$ cat src/rtl/vic_pkg.sv
package vic_pkg;

   ////////////////////
   // Sizes
   ////////////////////

   localparam int NUM_SRC   = 8;
   localparam int ID_W      = 3;   // Enough bits for NUM_SRC
   localparam int VEC_SHIFT = 4;   // 16 byte vector slots

   typedef logic [31:0]        pc_t;
   typedef logic [3:0]         ccodes_t;
   typedef logic [ID_W-1:0]    irq_id_t;
   typedef logic [NUM_SRC-1:0] irq_mask_t;
   typedef logic [7:0]         holdoff_t;
   typedef logic [7:0]         apb_addr_t;

   ////////////////////
   // Register map
   ////////////////////

   localparam apb_addr_t REG_ENABLE  = 8'h00;
   localparam apb_addr_t REG_PENDING = 8'h04;   // W1C
   localparam apb_addr_t REG_VBASE   = 8'h08;
   localparam apb_addr_t REG_HOLDOFF = 8'h0C;
   localparam apb_addr_t REG_STATUS  = 8'h10;   // Read only

   typedef enum logic [1:0] {
      IDLE,
      WAIT_SLOT,   // Request seen, execute stage holds a bubble
      IN_ISR,
      HOLD
   } vic_state_t;

   typedef struct packed {
      logic        psel;
      logic        penable;
      logic        pwrite;
      apb_addr_t   paddr;
      logic [31:0] pwdata;
   } apb_req_t;

   typedef struct packed {
      logic [31:0] prdata;
      logic        pready;
      logic        pslverr;
   } apb_rsp_t;

   // Execute stage context
   typedef struct packed {
      pc_t     pc;
      ccodes_t cc;
   } cpu_ctx_t;

   typedef struct packed {
      logic    valid;
      pc_t     addr;
      logic    cc_load;   // Restore codes along with the jump
      ccodes_t cc;
   } redirect_t;

endpackage

$ cat src/rtl/vic_apb_regs.sv
module vic_apb_regs (
   input  logic               clk,
   input  logic               rst,
   input  vic_pkg::apb_req_t  i_apb,
   output vic_pkg::apb_rsp_t  o_apb,
   input  vic_pkg::irq_mask_t i_irq_src,
   input  logic               i_ack,
   input  vic_pkg::irq_id_t   i_ack_id,
   input  logic               i_in_isr,
   input  vic_pkg::irq_id_t   i_active_id,
   output vic_pkg::irq_mask_t o_pending,
   output vic_pkg::irq_mask_t o_enable,
   output vic_pkg::pc_t       o_vbase,
   output vic_pkg::holdoff_t  o_holdoff
);
   import vic_pkg::*;

   irq_mask_t   src_q;
   irq_mask_t   src_rise;
   irq_mask_t   sw_clr;
   irq_mask_t   ack_clr;
   irq_mask_t   enable_q;
   irq_mask_t   pending_q;
   pc_t         vbase_q;
   holdoff_t    holdoff_q;
   logic        access;
   logic        addr_ok;
   logic        status_wr;
   logic        wr_en;
   logic [31:0] rdata;

   ////////////////////
   // APB decode
   ////////////////////

   assign access    = i_apb.psel & i_apb.penable;   // Access phase, never stretched
   assign status_wr = i_apb.pwrite & (i_apb.paddr == REG_STATUS);
   assign wr_en     = access & i_apb.pwrite & addr_ok & ~status_wr;

   always_comb
   begin
      addr_ok = 1'b1;
      rdata   = '0;
      case (i_apb.paddr)
         REG_ENABLE:  rdata = 32'(enable_q);
         REG_PENDING: rdata = 32'(pending_q);
         REG_VBASE:   rdata = vbase_q;
         REG_HOLDOFF: rdata = 32'(holdoff_q);
         REG_STATUS:  rdata = {25'd0, i_active_id, 3'd0, i_in_isr};
         default:     addr_ok = 1'b0;
      endcase
   end

   assign o_apb.prdata  = rdata;
   assign o_apb.pready  = access;
   assign o_apb.pslverr = access & (~addr_ok | status_wr);

   // Config registers
   always_ff @(posedge clk)
   begin
      if (rst)
      begin
         enable_q  <= '0;
         vbase_q   <= '0;
         holdoff_q <= '0;
      end
      else if (wr_en)
      begin
         case (i_apb.paddr)
            REG_ENABLE:  enable_q  <= irq_mask_t'(i_apb.pwdata);
            REG_VBASE:   vbase_q   <= {i_apb.pwdata[31:7], 7'd0};   // 8 slots of 16 bytes
            REG_HOLDOFF: holdoff_q <= holdoff_t'(i_apb.pwdata);
            default:     ;
         endcase
      end
   end

   ////////////////////
   // Pending bits
   ////////////////////

   assign src_rise = i_irq_src & ~src_q;

   always_comb
   begin
      sw_clr  = '0;
      ack_clr = '0;
      if (wr_en && (i_apb.paddr == REG_PENDING))
         sw_clr = irq_mask_t'(i_apb.pwdata);
      if (i_ack)
         ack_clr[i_ack_id] = 1'b1;
   end

   // New edge wins over a clear in the same cycle
   always_ff @(posedge clk)
   begin
      if (rst)
      begin
         src_q     <= '0;
         pending_q <= '0;
      end
      else
      begin
         src_q     <= i_irq_src;
         pending_q <= (pending_q & ~(sw_clr | ack_clr)) | src_rise;
      end
   end

   assign o_pending = pending_q;
   assign o_enable  = enable_q;
   assign o_vbase   = vbase_q;
   assign o_holdoff = holdoff_q;

endmodule

$ cat src/rtl/vic_priority.sv
module vic_priority (
   input  vic_pkg::irq_mask_t i_pending,
   input  vic_pkg::irq_mask_t i_enable,
   input  vic_pkg::pc_t       i_vbase,
   output logic               o_req,
   output vic_pkg::irq_id_t   o_id,
   output vic_pkg::pc_t       o_vec_addr
);
   import vic_pkg::*;

   irq_mask_t masked;

   assign masked = i_pending & i_enable;

   // Scan from the top so the lowest index is written last
   always_comb
   begin
      o_req = 1'b0;
      o_id  = '0;
      for (int i = NUM_SRC - 1; i >= 0; i--)
      begin
         if (masked[i])
         begin
            o_req = 1'b1;
            o_id  = irq_id_t'(i);
         end
      end
   end

   assign o_vec_addr = i_vbase + (pc_t'(o_id) << VEC_SHIFT);   // Base plus id * 16

endmodule

$ cat src/rtl/vic_holdoff_timer.sv
module vic_holdoff_timer (
   input  logic              clk,
   input  logic              rst,
   input  logic              i_start,
   input  vic_pkg::holdoff_t i_count,
   output logic              o_busy
);
   import vic_pkg::*;

   holdoff_t cnt_q;

   always_ff @(posedge clk)
   begin
      if (rst)
         cnt_q <= '0;
      else if (i_start)
         cnt_q <= i_count;   // Reload, even while running
      else if (cnt_q != '0)
         cnt_q <= cnt_q - 1'b1;
   end

   assign o_busy = (cnt_q != '0);

endmodule

$ cat src/rtl/vic_ctrl.sv
module vic_ctrl (
   input  logic              clk,
   input  logic              rst,
   input  logic              i_req,
   input  vic_pkg::irq_id_t  i_id,
   input  vic_pkg::pc_t      i_vec_addr,
   input  vic_pkg::cpu_ctx_t i_ctx,
   input  logic              i_not_flush,
   input  logic              i_reti,
   input  logic              i_holdoff_busy,
   output logic              o_ack,
   output vic_pkg::irq_id_t  o_ack_id,
   output logic              o_holdoff_start,
   output logic              o_in_isr,
   output vic_pkg::irq_id_t  o_active_id,
   output vic_pkg::redirect_t o_redirect
);
   import vic_pkg::*;

   vic_state_t state;
   vic_state_t state_nxt;
   cpu_ctx_t   saved_q;
   irq_id_t    active_q;
   logic       hold_done;
   logic       take_entry;
   logic       tail_chain;
   logic       plain_ret;
   logic       rdr_valid;
   logic       rdr_cc_load;
   pc_t        rdr_addr;
   ccodes_t    rdr_cc;

   ////////////////////
   // Event decode
   ////////////////////

   // Timer idle makes HOLD behave like IDLE
   assign hold_done = (state == HOLD) & ~i_holdoff_busy;

   assign take_entry = i_req & i_not_flush &
                       ((state == IDLE) | (state == WAIT_SLOT) | hold_done);
   assign tail_chain = (state == IN_ISR) & i_reti & i_req;
   assign plain_ret  = (state == IN_ISR) & i_reti & ~i_req;

   always_comb
   begin
      state_nxt = state;
      case (state)
         IDLE, WAIT_SLOT:
         begin
            if (take_entry)
               state_nxt = IN_ISR;
            else if (i_req)
               state_nxt = WAIT_SLOT;   // Bubble in execute
            else
               state_nxt = IDLE;        // Request cleared by software
         end
         IN_ISR:
         begin
            if (plain_ret)
               state_nxt = HOLD;
         end
         HOLD:
         begin
            if (take_entry)
               state_nxt = IN_ISR;
            else if (hold_done)
               state_nxt = i_req ? WAIT_SLOT : IDLE;
         end
         default: state_nxt = IDLE;
      endcase
   end

   ////////////////////
   // Registers
   ////////////////////

   always_ff @(posedge clk)
   begin
      if (rst)
      begin
         state       <= IDLE;
         rdr_valid   <= 1'b0;
         rdr_cc_load <= 1'b0;
         active_q    <= '0;
      end
      else
      begin
         state       <= state_nxt;
         rdr_valid   <= take_entry | tail_chain | plain_ret;   // One cycle pulse
         rdr_cc_load <= plain_ret;
         if (take_entry | tail_chain)
            active_q <= i_id;
      end
   end

   // Context and redirect target
   always_ff @(posedge clk)
   begin
      if (take_entry)
         saved_q <= i_ctx;    // Tail chain keeps the first context
      rdr_addr <= plain_ret ? saved_q.pc : i_vec_addr;
      rdr_cc   <= saved_q.cc;
   end

   // Pending clears at the same edge the entry is taken
   assign o_ack           = take_entry | tail_chain;
   assign o_ack_id        = i_id;
   assign o_holdoff_start = plain_ret;
   assign o_in_isr        = (state == IN_ISR);
   assign o_active_id     = active_q;

   assign o_redirect.valid   = rdr_valid;
   assign o_redirect.addr    = rdr_addr;
   assign o_redirect.cc_load = rdr_cc_load;
   assign o_redirect.cc      = rdr_cc;

endmodule

$ cat src/rtl/vic_top.sv
module vic_top (
   input  logic               clk,
   input  logic               rst,
   input  vic_pkg::apb_req_t  i_apb,
   output vic_pkg::apb_rsp_t  o_apb,
   input  vic_pkg::irq_mask_t i_irq_src,
   input  vic_pkg::cpu_ctx_t  i_ctx,
   input  logic               i_not_flush,
   input  logic               i_reti,
   output vic_pkg::redirect_t o_redirect
);
   import vic_pkg::*;

   irq_mask_t pending;
   irq_mask_t enable;
   pc_t       vbase;
   holdoff_t  holdoff;
   logic      req;
   irq_id_t   win_id;
   pc_t       vec_addr;
   logic      ack;
   irq_id_t   ack_id;
   logic      in_isr;
   irq_id_t   active_id;
   logic      hold_start;
   logic      hold_busy;

   vic_apb_regs u_regs (
      .clk         (clk),
      .rst         (rst),
      .i_apb       (i_apb),
      .o_apb       (o_apb),
      .i_irq_src   (i_irq_src),
      .i_ack       (ack),
      .i_ack_id    (ack_id),
      .i_in_isr    (in_isr),
      .i_active_id (active_id),
      .o_pending   (pending),
      .o_enable    (enable),
      .o_vbase     (vbase),
      .o_holdoff   (holdoff)
   );

   vic_priority u_prio (
      .i_pending  (pending),
      .i_enable   (enable),
      .i_vbase    (vbase),
      .o_req      (req),
      .o_id       (win_id),
      .o_vec_addr (vec_addr)
   );

   vic_holdoff_timer u_timer (
      .clk     (clk),
      .rst     (rst),
      .i_start (hold_start),
      .i_count (holdoff),
      .o_busy  (hold_busy)
   );

   vic_ctrl u_ctrl (
      .clk             (clk),
      .rst             (rst),
      .i_req           (req),
      .i_id            (win_id),
      .i_vec_addr      (vec_addr),
      .i_ctx           (i_ctx),
      .i_not_flush     (i_not_flush),
      .i_reti          (i_reti),
      .i_holdoff_busy  (hold_busy),
      .o_ack           (ack),
      .o_ack_id        (ack_id),
      .o_holdoff_start (hold_start),
      .o_in_isr        (in_isr),
      .o_active_id     (active_id),
      .o_redirect      (o_redirect)
   );

endmodule

$ cat config.mk
export PLATFORM = sky130hd
export DESIGN_NAME = vic_top
export DESIGN_NICKNAME = d
export VERILOG_FILES = /design/src/rtl/vic_pkg.sv /design/src/rtl/vic_apb_regs.sv /design/src/rtl/vic_priority.sv /design/src/rtl/vic_holdoff_timer.sv /design/src/rtl/vic_ctrl.sv /design/src/rtl/vic_top.sv
export SDC_FILE = /design/constraint.sdc
export NUM_CORES = 1
export LEC_CHECK = 0
export ABC_AREA = 1
export BUFFER_PORTS_ARGS = -buffer_cell sky130_fd_sc_hd__buf_2
export CAP_MARGIN = 10
export CORE_ASPECT_RATIO = 0.75
export CORE_MARGIN = 5
export CORE_UTILIZATION = 47
export DETAILED_ROUTE_END_ITERATION = 8
export PLACE_DENSITY = 0.84
export SLEW_MARGIN = 20
export SYNTH_ARGS = -nofsm -noshare
export SYNTH_HDL_FRONTEND = slang
export SYNTH_SLANG_ARGS = --single-unit
$ cat constraint.sdc
create_clock -name clk -period 2.17 [get_ports clk]
set_clock_uncertainty 0.05 [all_clocks]
set_input_delay 0.1085 -clock clk [delete_from_list [all_inputs] [get_ports clk]]
set_output_delay 0.1085 -clock clk [all_outputs]
set_load 0.05 [all_outputs]
==> Word level (Yosys, flattened, before mapping) <==
Cells that the tools add are included.
{ "totals": {"reg_bits": 144, "elab_cells": 98, "in_bits": 91} }
{ "op_classes": {"n_mux": 31, "n_reduce_logical": 12, "eq_ne": 9, "addsub": 2, "magnitude_cmp": 2, "bitwise_logic": 28} }
{ "op_table": {"columns": ["op", "n"], "rows": [
  ["32-bit one-hot mux with 5 select lines", 1],
  ["32-bit by 7-bit adder with 32-bit output", 1],
  ["32-bit two-way mux", 1],
  ["8-bit two-way mux", 4],
  ["8-bit bitwise AND", 3],
  ["3-bit two-way mux", 8],
  ["8-bit by 4-bit == test with 1-bit output (second input constant)", 2],
  ["8-bit NOT", 2],
  ["8-bit OR", 2],
  ["1-bit bitwise AND", 12],
  ["1-bit two-way mux", 11],
  ["8-bit by 3-bit == test with 1-bit output (second input constant)", 1],
  ["8-bit by 5-bit == test with 1-bit output (second input constant)", 1],
  ["8-bit logical NOT", 1],
  ["2-bit two-way mux", 4],
  ["2-bit AND reduction", 4],
  ["8-bit nonzero test", 1],
  ["8-bit by 1-bit subtractor with 8-bit output (second input constant)", 1],
  ["2-bit one-hot mux with 3 select lines", 1],
  ["1-bit OR", 5],
  ["5-bit OR reduction", 1],
  ["2-bit == test (second input constant)", 2],
  ["3-bit by 4-bit less-than comparator with 1-bit output (second input constant)", 1],
  ["1-bit NOT", 4],
  ["other kinds (9)", 10]
]} }

==> Logic depth before layout (Yosys ltp) <==
Gate-level depths: netlist of run 1.
{ "logic_depth": {"depth_word": 18, "mapped_depth": 12, "depth_no_buf": 12} }

==> Modules after synthesis <==
A second synthesis of run 1 with hierarchy kept.
{ "hier_totals": {"hier_cells": 933, "hier_area_um2": 7033.0} }
{ "by_module_without_submodules": {"columns": ["module", "area_per_inst_um2", "n_inst", "cells_per_inst"], "rows": [
  ["vic_apb_regs", 2842.7, 1, 427],
  ["vic_ctrl", 2580.0, 1, 226],
  ["vic_priority", 1111.1, 1, 208],
  ["vic_holdoff_timer", 499.2, 1, 72]
]} }

==> Worst setup path after synthesis of run 1 <==
No wires, ideal clock.
{ "synth_path": {"path_type": "reg-to-reg", "startpoint": "reg u_regs.pending_q[1], in the netlist u_regs.o_pending[1]", "endpoint": "reg u_ctrl.saved_q[0] in the netlist's numbering, enable pin", "required_ps": 1729, "slack_ps": 115, "setup_ps": 391, "path_stages_with_launch": 9, "arrival_ps": 1615, "path_cell_list": "dfxtp_1 > nand2_1 > nand2_2 > nor2_1 > nand2_1 > nand2_1 > inv_1 > nand2_2 > inv_1"} }
{ "synth_between": {"elab_chain_cells": 5} }
{ "synth_lines": {"columns": ["item", "line", "rtl"], "rows": [
  ["start: declaration", "vic_apb_regs.sv:23", "irq_mask_t pending_q;"],
  ["start signal: assignment", "vic_apb_regs.sv:105", "pending_q <= (pending_q & ~(sw_clr | ack_clr)) | src_rise;"],
  ["8-bit bitwise AND", "vic_priority.sv:13", "assign masked = i_pending & i_enable;"],
  ["1-bit two-way mux (2 in a row)", "vic_priority.sv:22", "if (masked[i])"],
  ["1-bit bitwise AND (2 in a row)", "vic_ctrl.sv:40", "assign take_entry = i_req & i_not_flush &"],
  ["named net u_ctrl.take_entry", "vic_ctrl.sv:25", "logic take_entry;"],
  ["end signal: assignment", "vic_ctrl.sv:101", "saved_q <= i_ctx;"],
  ["end: declaration", "vic_ctrl.sv:22", "cpu_ctx_t saved_q;"]
]} }
The timed path passes the listed nets, and every way through them passes these cells.
A chain may end at the register's enable or synchronous reset.

==> Final worst setup path of run 1 <==
{ "layout_path": {"startpoint": "reg u_regs.pending_q[1], in the netlist u_regs.o_pending[1]", "endpoint": "reg u_ctrl.rdr_addr[6]"} }
{ "layout_between": {"elab_chain_cells": 6, "elab_cells_between_ends": 9, "classes_between": "add/sub (1); mux (5); bitwise (3)"} }
{ "layout_lines": {"columns": ["item", "line", "rtl"], "rows": [
  ["8-bit bitwise AND (*)", "vic_priority.sv:13", null],
  ["branches (longest 4 deep; another with 32-bit by 7-bit adder with 32-bit output)", null, null],
  ["32-bit two-way mux (*)", "vic_ctrl.sv:102", "rdr_addr <= plain_ret ? saved_q.pc : i_vec_addr;"],
  ["end signal: assignment", "vic_ctrl.sv:102", null],
  ["end: declaration", "vic_ctrl.sv:30", "pc_t rdr_addr;"]
]} }
Mark *: on every way between the ends.

==> results of run 1 <==
## state kept, by name, indices dropped and copies added, names as in the netlist
signal / flops
u_ctrl.saved_q: 36
u_ctrl.rdr_addr: 32
u_regs.o_vbase: 25
u_regs.o_enable: 8
u_regs.o_holdoff: 8
u_regs.o_pending: 8
u_regs.src_q: 8
u_timer.cnt_q: 8
u_ctrl.rdr_cc: 4
u_ctrl.o_active_id: 3
u_ctrl.state: 2
u_ctrl.rdr_cc_load: 1
u_ctrl.rdr_valid: 1
## cells by family after synthesis
| group | count (synthesis) | share of synthesized area |
|---|---|---|
| flip-flops | 144 | 0.566 |
| AO/OA/AOI/OAI | 96 | 0.0869 |
| adder cells (fa/ha/maj) | 2 | 0.00436 |
| XOR/XNOR | 5 | 0.00764 |
| buffers and inverters | 116 | 0.0910 |
| AND/OR/NAND/NOR | 327 | 0.244 |
## what timing repair did
item / 4_1_cts / 5_1_grt
hold buffers: 77 / 0
hold endpoints to repair: 94 / 0
setup endpoints to repair: 0 / 0
## power breakdown
part | internal (mW) | total (mW) | switching [mW]
sequential | 2.84 | 2.88 | 0.0460
clock | 1.64 | 2.87 | 1.24
combinational | 0.356 | 0.779 | 0.423
total | 4.83 | 6.54 | 1.71
## cell usage in the layout (no fill, tap or decap), drive strengths merged
master / Yosys / layout
a21oi: 30 / 30
a31o: 1 / 1
a31oi: 1 / 1
buf: 17 / 168
bufinv: 0 / 1
clkbuf: 7 / 17
clkinv: 1 / 4
clkinvlp: 0 / 1
dfxtp: 108 / 108
dlygate4sd3: 0 / 77
edfxtp: 36 / 36
ha: 2 / 2
inv: 91 / 101
nand2: 171 / 171
nand3: 24 / 24
nand4: 8 / 8
nor2: 119 / 119
nor3: 5 / 5
o2111ai: 1 / 1
o211ai: 1 / 1
o21ai: 61 / 61
o21bai: 1 / 1
xnor2: 1 / 1
xor2: 4 / 4
## how the worst max path moves through the flow
| stage | endpoint | startpoint | slack [ps] |
|---|---|---|---|
| 3_5_place_dp | u_regs.o_vbase[25] | i_apb[37] | 340 |
| 3_3_place_gp | u_ctrl.rdr_addr[6] | u_regs.o_pending[1] | 360 |
| 2_1_floorplan | u_ctrl.saved_q[0] | u_regs.o_pending[1] | 110 |
| 4_1_cts | u_ctrl.rdr_addr[6] | u_regs.o_pending[1] | 310 |
| 5_1_grt | u_ctrl.rdr_addr[6] | u_regs.o_pending[1] | 90 |
| 6_report | u_ctrl.rdr_addr[6] | u_regs.o_pending[1] | 290 |
## worst max-delay path, cell delays in order, from the launching register on
cell and delay (ps):
sky130_fd_sc_hd__dfxtp_1 340, sky130_fd_sc_hd__nand2_1 180, sky130_fd_sc_hd__nand2_2 110, sky130_fd_sc_hd__nor2_1 130
sky130_fd_sc_hd__nand2_1 140, sky130_fd_sc_hd__inv_1 140, sky130_fd_sc_hd__nand2_4 110, sky130_fd_sc_hd__inv_2 180
sky130_fd_sc_hd__buf_12 210, sky130_fd_sc_hd__nand2_1 70, sky130_fd_sc_hd__o21ai_0 110
## metal layers
metal  global-route usage  part of all wire  wire, um
met5                    0                 0         0
met3               0.0530             0.068      1100
met2                0.361              0.47      7510
met4               0.0990             0.032       519
met1                0.287              0.43      6910
## area by class of cell
cell class	count	area (sq um)	share of cell area
sequential	144	3240	0.405
timing repair buffer	245	1650	0.206
multi-input combinational	430	1970	0.246
clock inverter	15	161	0.0202
tap	166	208	0.0259
clock buffer	17	425	0.0531
inverter	92	350	0.0438
## through the flow
| stage | worst slack (ps) | instance area (sq um) | utilization | hold slack, ps | instances |
|---|---|---|---|---|---|
| after floorplan | 115 | 5730 | - | 139 | 690 |
| after global placement | 358 | 6650 | 0.548 | 236 | 1000 |
| after detailed placement | 337 | 6650 | 0.548 | 237 | 1000 |
| after CTS | 308 | 8010 | 0.660 | 143 | 1109 |
| after global routing | 93.3 | 8010 | 0.660 | 179 | 1109 |
| final | 288 | 8010 | 0.660 | 155 | 1109 |
==> reports/metrics.yaml, run 1 <==
place.gp.congestion: 0.973
powerDensity_nw_per_um2: 816
via_per_inst: 4.76
netlist_top_cells_count: "164 x sky130_fd_sc_hd__nand2_1, 108 x sky130_fd_sc_hd__dfxtp_1, 103 x sky130_fd_sc_hd__nor2_1"
worst_setup_hold_path_clk_slew_ps: 60
port_buffers: 162
post_synth_inst_count: 690
wire_per_inst_um: 14.5
synthesis.area_sq_um: 5730
grt_util_all_layers: 0.225
post_synthesis_sequential_area_ratio: 0.566
worst-r2r-setup-slack_ps: 290
drtIter0Drc: 502
insertedDiodeCount: 0
worstSetupEndpointType: "flip-flop"
ctsHtreeMaxLevel: 4
route.vias.total: 5278
power_mw: 6.54
cts_resized: 0
clock_latency_ps: 410
arrival_ps: 2140
rsz0062_at_grt: "false"
first_global_vias: 5266
first_pass_iters: 6
worst_min_delay_path_category: "in2reg"
pin_count: 163
netlist-cell-type-count: 35
most_common_cell_in_the_synthesized_netlist: "sky130_fd_sc_hd__nand2_1"
cts-buffers-inserted: 17
yosys-top-cells-area: "sky130_fd_sc_hd__dfxtp_1 38%, sky130_fd_sc_hd__edfxtp_1 19%, sky130_fd_sc_hd__nand2_1 11%"
synth_edf_count: 36
clock_sinks: 144
finish.net_count: 1023
async_reset_ff_frac: 0
power.ir.vdd_worst_uv: 683
synth-seq-cells: 144
tritoncts_clock_tree: "done"
most_instantiated_flip_flop_cell_in_the_synthesis_netlist: "sky130_fd_sc_hd__dfxtp_1"
fp.dieH_um: 106
postCtsSetupBuffers: 0
initial_utilization: 0.473
path_class: "reg2reg"
timing.max_cap.violations: 0
final_min_period_over_clock_period: 0.867
dieWidth_um: 138
r2r-start: "u_regs.o_pending[1]"
totalWireLength_um: 16000
netlist.top_cell.by_area: "sky130_fd_sc_hd__dfxtp_1"
number_of_max_slew_violations_in_the_final_report: 0
post-route-min-period_ps: 1880
static-leakage-power_nw: 3.77
worstPathRequired_ps: 2430
worstHoldEndpoint: "u_ctrl.state[0]"
core_region_area_sq_um: 12100
cp-start-kind: "flip-flop"
design.die.area_sq_um: 14500
timing.setup.tns_ps: 0
pin_count_of_the_biggest_net_entering_global_routing: 37
worstMarginPinSlew_ps: 511
final-hold-violation-count: 0
crit-reg2reg-capture: "u_ctrl.rdr_addr[6]"
synth_warnings: 0
critPathMaxFanout: 34
synth.top_cell.area_share: 0.377
rows: 35
reg2reg_depth: 10
detail-route-antenna-nets: 0
relSlewSlack: 0.659
outcome: "finished, final reports clean"
grt_pass1_wl_um: 25700
syn_to_final_growth_pct: 39.7
number_of_buffers_on_the_longest_clock_path: 2
maxClockFrequency_ghz: 0.531
synth_nets: 783
avgSynthCellArea_sq_um: 8.31
global_route.overflow_total: 0
dpl.hpwl_um: 10700
clk_root_buffer_cell: "sky130_fd_sc_hd__clkbuf_16"
drt_drc_violations_left: 0
min-delay-start: "rst"
drive_gt1_frac: 0.248
fillerInstances: 958
antenna_found_initial: 0
min_delay_path_depth: 3
setup_viol_count_final: 0
Note: power is estimated with default switching activity, not from simulation.
==> run 2: changes to the inputs <==
==> constraint.sdc (replaced) <==
create_clock -name clk -period 2.17 [get_ports clk]
set_clock_uncertainty 0.05 [all_clocks]
set_input_delay 0.1085 -clock clk [delete_from_list [all_inputs] [get_ports clk]]
set_output_delay 0.1085 -clock clk [all_outputs]
set_load 0.01 [all_outputs]
==> reports/metrics.yaml, run 2 (synthesis gave the netlist of run 1 again) <==
reg2reg_depth: 10
r2r-start: "u_regs.o_enable[1]"
swShare: 0.269
drtIter0Drc: 428
comb_power_frac: 0.122
final_min_period_over_clock_period: 0.883
timing.setup.tns_ps: 0
insertedDiodeCount: 0
dieWidth_um: 138
power.ir.vdd_worst_uv: 635
final-hold-violation-count: 0
internal-power_mw: 4.72
finish.net_count: 1025
maxClockFrequency_ghz: 0.522
cp_num_buf_inv: 3
cts-buffers-inserted: 17
rows: 35
critPathMaxFanout: 23
worstPathRequired_ps: 2450
arrival_ps: 2190
wire_per_inst_um: 14.5
net-switching-power_mw: 1.74
initial_utilization: 0.473
first_pass_iters: 5
tritoncts_clock_tree: "done"
worstHoldEndpoint: "u_ctrl.state[0]"
clk_root_buffer_cell: "sky130_fd_sc_hd__clkbuf_16"
dpl.hpwl_um: 10600
cp-start-kind: "flip-flop"
route.vias.total: 5349
ctsHtreeMaxLevel: 4
power.share.clock: 0.432
detail-route-antenna-nets: 0
post-place-ws_ps: 308
largest_reg_flops: 36
outcome: "finished, final reports clean"
timing.critical_path.slowest_cell_delay_ps: 350
cts_resized: 0
drive_gt1_frac: 0.250
place.gp.congestion: 0.892
commonest_non_fill_non_tap_cells_in_the_layout: "164 x sky130_fd_sc_hd__nand2_1, 162 x sky130_fd_sc_hd__buf_2, 108 x sky130_fd_sc_hd__dfxtp_1"
fp.dieH_um: 106
min-delay-start: "rst"
power.sequential.fraction: 0.446
pin_count: 163
relSlewSlack: 0.623
clock_latency_ps: 410
static-leakage-power_nw: 3.76
via_per_inst: 4.81
worstMarginPinSlew_ps: 565
grt_pass1_wl_um: 25700
rsz0062_at_grt: "false"
setup_viol_count_final: 0
worst_min_delay_path_category: "in2reg"
totalWireLength_um: 16100
finalWorstSetupSlack_ps: 255
global_route.overflow_total: 0
pin_count_of_the_biggest_net_entering_global_routing: 37
first_global_vias: 5238
critPathSlowestCell: "sky130_fd_sc_hd__dfxtp_1"
antenna_found_initial: 0
design.die.area_sq_um: 14500
commonest_non_fill_non_tap_cell_in_the_layout: "sky130_fd_sc_hd__nand2_1"
grt_util_all_layers: 0.224
cp_common_cell: "sky130_fd_sc_hd__nand2_1"
path_class: "reg2reg"
postCtsSetupBuffers: 0
fin_util: 0.659
syn_to_final_growth_pct: 39.4
timing.max_cap.violations: 0
cp_cell_sequence: "nand2_1 -> nand2_2 -> nor2_1 -> nand2_1 -> inv_1 -> nand2_4 -> inv_2 -> buf_4 -> nand2_1 -> o21ai_0"
post-route-min-period_ps: 1920
top_register: "u_ctrl.saved_q"
min_delay_path_depth: 3
worst_setup_hold_path_clk_slew_ps: 60
worst-r2r-setup-slack_ps: 250
path_delay_family: "simple AND/OR/NAND/NOR gates"
number_of_max_slew_violations_in_the_final_report: 0
number_of_buffers_on_the_longest_clock_path: 2
drt_drc_violations_left: 0
powerDensity_nw_per_um2: 808
port_buffers: 162
worstSetupEndpointType: "flip-flop"
clock_sinks: 144
crit-reg2reg-capture: "u_ctrl.rdr_addr[25]"
core_region_area_sq_um: 12100
-- run 2: cell types whose count changed in the layout (fill, tap and decap cells not counted), sizes merged --
cell,previous run,this run
clkinvlp,1,3
buf,168,170
inv,101,102
clkinv,4,2
bufinv,1,0
-- run 2: cell type report --
cell class | count | area, sq um
clock buffers | 17 | 425
clock inverters | 15 | 143
fillers | 910 | 4140
inverters | 92 | 350
multi-input cells | 430 | 1970
flip-flops and latches | 144 | 3240
well taps | 166 | 208
repair buffers | 247 | 1650
-- run 2: tightest hold or removal path, cell delays in order --
cell and delay, ps:
sky130_fd_sc_hd__buf_2 110, sky130_fd_sc_hd__buf_4 230, sky130_fd_sc_hd__nor2_1 130
-- run 2: what timing repair did --
action,4_1_cts,5_1_grt
setup endpoints to repair,0,0
hold endpoints to repair,94,0
hold buffers,77,0
-- run 2: worst max-delay path by stage --
stage                                     end  cells past startpoint                start  slack, ps
final                     u_ctrl.rdr_addr[25]                     10   u_regs.o_enable[1]        250
after global routing      u_ctrl.rdr_addr[18]                     10   u_regs.o_enable[1]         30
after CTS                 u_ctrl.rdr_addr[24]                      9   u_regs.o_enable[1]        290
after detailed placement  u_ctrl.rdr_addr[24]                      9   u_regs.o_enable[1]        310
after global placement      u_ctrl.saved_q[5]                      9   u_regs.o_enable[1]        370
after floorplan             u_ctrl.saved_q[0]                      8  u_regs.o_pending[1]        110
-- run 2: through the flow --
stage | hold slack (ps) | power (mW) | area [sq um] | instances
floorplan | 139 | 3.39 | 5730 | 690
global placement | 236 | 3.57 | 6650 | 1002
global route | 165 | 6.69 | 7990 | 1111
finish | 160 | 6.46 | 7990 | 1111
detailed placement | 237 | 3.59 | 6650 | 1002
CTS | 139 | 6.47 | 7990 | 1111
-- run 2: layer usage --
layer  global-route usage  vias up  part of all wire
met5                    0        -                 0
met4                0.105        0             0.035
met3               0.0386       49             0.063
met2                0.357      225              0.47
met1                0.296     2416              0.43
li1                     -     2659                 -
-- run 2: power groups by stage --
stage | clock (mW) | sequential, mW | combinational (mW)
after CTS | 2.81 | 2.88 | 0.781
after global routing | 2.93 | 2.89 | 0.879
after floorplan | 0 | 2.93 | 0.459
after global placement | 0 | 2.93 | 0.633
final | 2.79 | 2.88 | 0.791
after detailed placement | 0 | 2.94 | 0.655
